$ cat config.mk
export PLATFORM = sky130hd
export DESIGN_NAME = memoryControl
export DESIGN_NICKNAME = d
export VERILOG_FILES = /design/src/include/memCtrl_macros.svh /design/src/logic/cpuTypesPkg.sv /design/src/logic/memoryControl.sv
export SDC_FILE = /design/constraint.sdc
export NUM_CORES = 1
export LEC_CHECK = 0
export BUFFER_PORTS_ARGS = -buffer_cell sky130_fd_sc_hd__buf_2
export CORE_AREA = 8 8 97 99
export DETAILED_ROUTE_END_ITERATION = 10
export DIE_AREA = 0 0 105 107
export SYNTH_ARGS = -nofsm -noshare
export SYNTH_HDL_FRONTEND = slang
export SYNTH_SLANG_ARGS = --single-unit
$ cat constraint.sdc
create_clock -name vclk -period 0.8
set_clock_uncertainty 0.15 [all_clocks]
set_input_delay 0.08 -clock vclk [all_inputs]
set_output_delay 0.08 -clock vclk [all_outputs]
set_load 0.005 [all_outputs]
$ cat src/include/memCtrl_macros.svh
// RAM geometry, timing and fill macros, included by every file that sizes or models the RAM
`ifndef MEMCTRL_MACROS_SVH
`define MEMCTRL_MACROS_SVH

// number of 32-bit words in the RAM
// keep this a power of two so the word index covers it exactly
`define RAM_WORDS 256

// busy cycles ahead of the single access cycle
// any value of 1 or more works
`define RAM_LAT 2

// initial contents pattern
// word i starts out as i ^ RAM_FILL
`define RAM_FILL 32'hA5A5_0000

// width of the word index into the array
// byte address bits [RAM_AW+1:2] select the word
`define RAM_AW ($clog2(`RAM_WORDS))

`endif

$ cat src/logic/cpuTypesPkg.sv
// word and RAM status types shared by the memory system RTL and its testbench, import where used
`default_nettype none

package cpuTypesPkg;

  // one data or byte address word
  // addresses are byte addresses, words sit on 4-byte boundaries
  typedef logic [31:0] word_t;

  // RAM progress as reported to the controller
  // the sequence for one access is BUSY for RAM_LAT cycles,
  // then ACCESS or ERROR for one cycle, then a FREE rest cycle
  typedef enum logic [1:0] {
    // no enable high, or the rest cycle after a completion
    FREE   = 2'b00,
    // latency countdown, also shown on a restart
    BUSY   = 2'b01,
    // load valid, a write commits at the end of this cycle
    ACCESS = 2'b10,
    // address out of range or not word aligned
    ERROR  = 2'b11
  } ramstate_t;

endpackage

`default_nettype wire

$ cat src/logic/memoryControl.sv
// fixed-priority arbiter routing instruction and data requests onto the shared RAM
`timescale 1ns/10ps
`default_nettype none

module memoryControl import cpuTypesPkg::*; (
  // sampling clock and reset for the checks only
  input  wire            CLK,
  input  wire            rst,
  // instruction port
  input  wire            iREN,
  input  wire word_t     iaddr,
  output logic           iwait,
  output word_t          iload,
  output logic           iFault,
  // data port
  input  wire            dREN,
  input  wire            dWEN,
  input  wire word_t     daddr,
  input  wire word_t     dstore,
  output logic           dwait,
  output word_t          dload,
  output logic           dFault,
  // RAM side
  input  wire word_t     ramload,
  input  wire ramstate_t ramstate,
  output logic           ramREN,
  output logic           ramWEN,
  output word_t          ramaddr,
  output word_t          ramstore
);

  // data port owns the RAM whenever it asks
  logic dataSel;
  // instruction port only gets the leftovers
  logic instSel;
  // the RAM finished the current request, good or bad
  logic done;
  // the finished request was faulty
  logic fault;

  assign dataSel = dREN | dWEN;
  assign instSel = iREN & ~dataSel;

  assign done  = (ramstate == ACCESS) || (ramstate == ERROR);
  assign fault = (ramstate == ERROR);

  // request routing
  // write beats read, data beats instruction
  always_comb begin
    ramWEN   = 1'b0;
    ramREN   = 1'b0;
    ramaddr  = '0;
    ramstore = '0;
    if (dWEN) begin
      ramWEN   = 1'b1;
      ramaddr  = daddr;
      ramstore = dstore;
    end else if (dREN) begin
      ramREN   = 1'b1;
      ramaddr  = daddr;
    end else if (iREN) begin
      ramREN   = 1'b1;
      ramaddr  = iaddr;
    end
  end

  // handshake back to the requestors
  // only the winner sees its wait drop
  always_comb begin
    dwait  = 1'b1;
    iwait  = 1'b1;
    dFault = 1'b0;
    iFault = 1'b0;
    if (dataSel) begin
      dwait  = ~done;
      dFault = fault;
    end else if (instSel) begin
      iwait  = ~done;
      iFault = fault;
    end
  end

  // both ports see the RAM read data
  // only meaningful while the matching wait is low
  assign iload = ramload;
  assign dload = ramload;

  // one completion at a time on the shared RAM
  singleRelease: assert property (@(posedge CLK) disable iff (rst)
    !(!iwait && !dwait))
    else $error("memoryControl: iwait and dwait low together");

  // a fault is only ever reported together with a completion
  iFaultWithDone: assert property (@(posedge CLK) disable iff (rst)
    $rose(iFault) |-> !iwait)
    else $error("memoryControl: iFault rose while iwait high");

  dFaultWithDone: assert property (@(posedge CLK) disable iff (rst)
    $rose(dFault) |-> !dwait)
    else $error("memoryControl: dFault rose while dwait high");

  // the data requestor never asks for both operations
  dataOneOp: assert property (@(posedge CLK) disable iff (rst)
    !(dREN && dWEN))
    else $error("memoryControl: dREN and dWEN both high");

endmodule

`default_nettype wire

==> summary.md <==
| Metric | Value |
|---|---|
| Layout cells sized above 1 | about three quarters |
| Hold Path Class | in -> out |
| Die Wd | 105 µm |
| Critical path fanouts, max | 17 |
| DR WL/cell | 17.7 µm |
| Netlist cell types | 14 |
| Core area | about 0.008 mm² |
| Tot Pwr | 1390 µW |
| Synth Instances | roughly 220 |
| Yosys warning count | 0 |
| Pleak | 0.00132 µW |
| Port Buffers | 171 |
| VDD IR-drop max | about 210 µV |
| Slew @ Worst Pin | 280 ps |
| WP buf/inv | 3 |
| Final Max Tran Viols | 0 |
| Critical path required time | 570 ps |
| Crit start category | primary input |
| Cell Area, Synth | 0.00136 mm² |
| CTS Hold Buffers Added | 0 |
| Antenna cell count | 0 |
| Dpl hpwl | 5550 µm |
| Sequential area share after synthesis | 0% |
| Synth top area cells | buf_4 36%, o21ai_2 15%, and2_1 15% |
| Global route total overflow | 0 |
| Max-cap viol count | 0 |
| Post-DR vias/cell | ~4.2 |
| Failing checks | setup timing |
| Die ar. | 0.0112 mm² |
| Crit end category | output port |
| Power Density | 555 mW/mm² |
| Initial antenna violation count | 0 |
| Final TNS setup | -17,080 ps |
| Area growth from synthesis to final layout | 84.5% |
| Crit-path max cell delay | 270 ps |
| FP Rows | 33 |
| Largest net degree at the start of global routing | 30 |
| Tmin final | 1150 ps |
| Syn_area_per_cell | 6.22 µm² |
| Final Cycle Share | 143% |
| Arr. time, crit path | 920 ps |
| DRC | 0 |
| Run status | complete, but fails checks |
| Setup violators final | 70 |
| Post-synth top area share | between 30% and 40% |
| Vias in the first global route | approximately 2,000 |
| WHS | 10.0 ps |
| Antenna-violating nets left | 0 |
| Most common cell after layout, fill and taps aside | buf_2 |
| Fin. Hold Viols | 0 |
| Initial Utilization | 17.2% |
| Most frequent cells in the layout | 146 x buf_2, 33 x nand2_1, 30 x o21ai_2, 30 x o21ai_1, 26 x buf_6 |
| Critical path cell sequence | buf_12 -> or2_4 -> buf_12 -> and3_4 -> buf_6 |
| Top cell by count, worst path | buf_12 |
| Routed WL | roughly 7700 µm |
| Setup WS post-layout | -347 ps |
| RSZ-0062 raised after global routing | yes |
| First-pass GRT wire length | ~11,000 µm |
| # clk buffers | 0 |
| CP Class | in -> out |
| Gr usage total | 12.4% |
| Post-Syn Nets | approximately 350 |
| Vias | 1,818 |
| Die height | about 110 µm |
| CP max-delay cell | or2_4 |
| Seq cells | 0 |
| Slew margin rel. | 81.2% |
| Sequential Area | 0 µm² |
| Drt first pass iters | 4 |
| GP Congestion | 0.755 |
| Starting DRC count in detailed routing | 56 |
| Top delay family on crit path | simple AND/OR/NAND/NOR gates |
| I/O pins | 269 |
| Fin nets | 466 |
| Largest area contributor in the netlist | buf_4 |
| FMAX | 0.872 GHz |
## cell usage after synthesis
cell / instances
nand3_1: 1
buf_4: 66
and3_1: 1
or2_0: 1
clkbuf_1: 12
buf_2: 1
buf_6: 4
and2_1: 32
nor2_1: 3
and4_1: 1
o21ai_1: 5
nand2_1: 33
o21ai_0: 35
o21ai_2: 24
## final timing paths
path,slack (ps),end,start,cells after the start
worst min-delay path,10,dload[7],ramload[7],0
worst max-delay path,-350,dFault,dWEN,5
## logic make-up (layout without fill, tap and decap cells)
family                 after synthesis  after routing  synth area share [%]
AND/OR/NAND/NOR                     72             72                  26.5
AO/OA/AOI/OAI                       64             64                  30.1
buffers and inverters               83            193                  43.3
## where the power goes
| group | switching [µW] | internal (µW) | total (µW) |
|---|---|---|---|
| Sequential | 0 | 0 | 0 |
| Clock | 0 | 0 | 0 |
| Combinational | 563 | 831 | 1390 |
| Total | 563 | 831 | 1390 |
## routing by layer
metal  global-route usage, %  share of wire, %  up-vias
li1                        -                 -      874
met1                    12.2                34      800
met2                    23.8                52      106
met3                    3.84               9.5       38
met4                    4.79               3.6        0
met5                       0                 0        -
## repair_timing
action / CTS / global route
setup endpoints to repair: 70 / 70
gates resized for setup: 105 / 9
cloned: 10 / 0
pin swaps: 4 / 3
buffers inserted: 4 / 2
## stage by stage
step	utilization, %	worst slack, ps	instance area, µm²	cells
after floorplan	-	-116	1400	219
after global placement	23.7	-565	1880	420
after detailed placement	23.7	-616	1880	420
after CTS	31.8	-353	2520	434
after global routing	31.7	-368	2510	434
final	31.7	-347	2510	434
## final cells by class
type / instances / area, µm²
Fill cell: 879 / 5410
Timing Repair Buffer: 193 / 1490
Multi-Input combinational cell: 136 / 888
Tap cell: 105 / 131
Note: power is estimated with default switching activity, not from simulation.
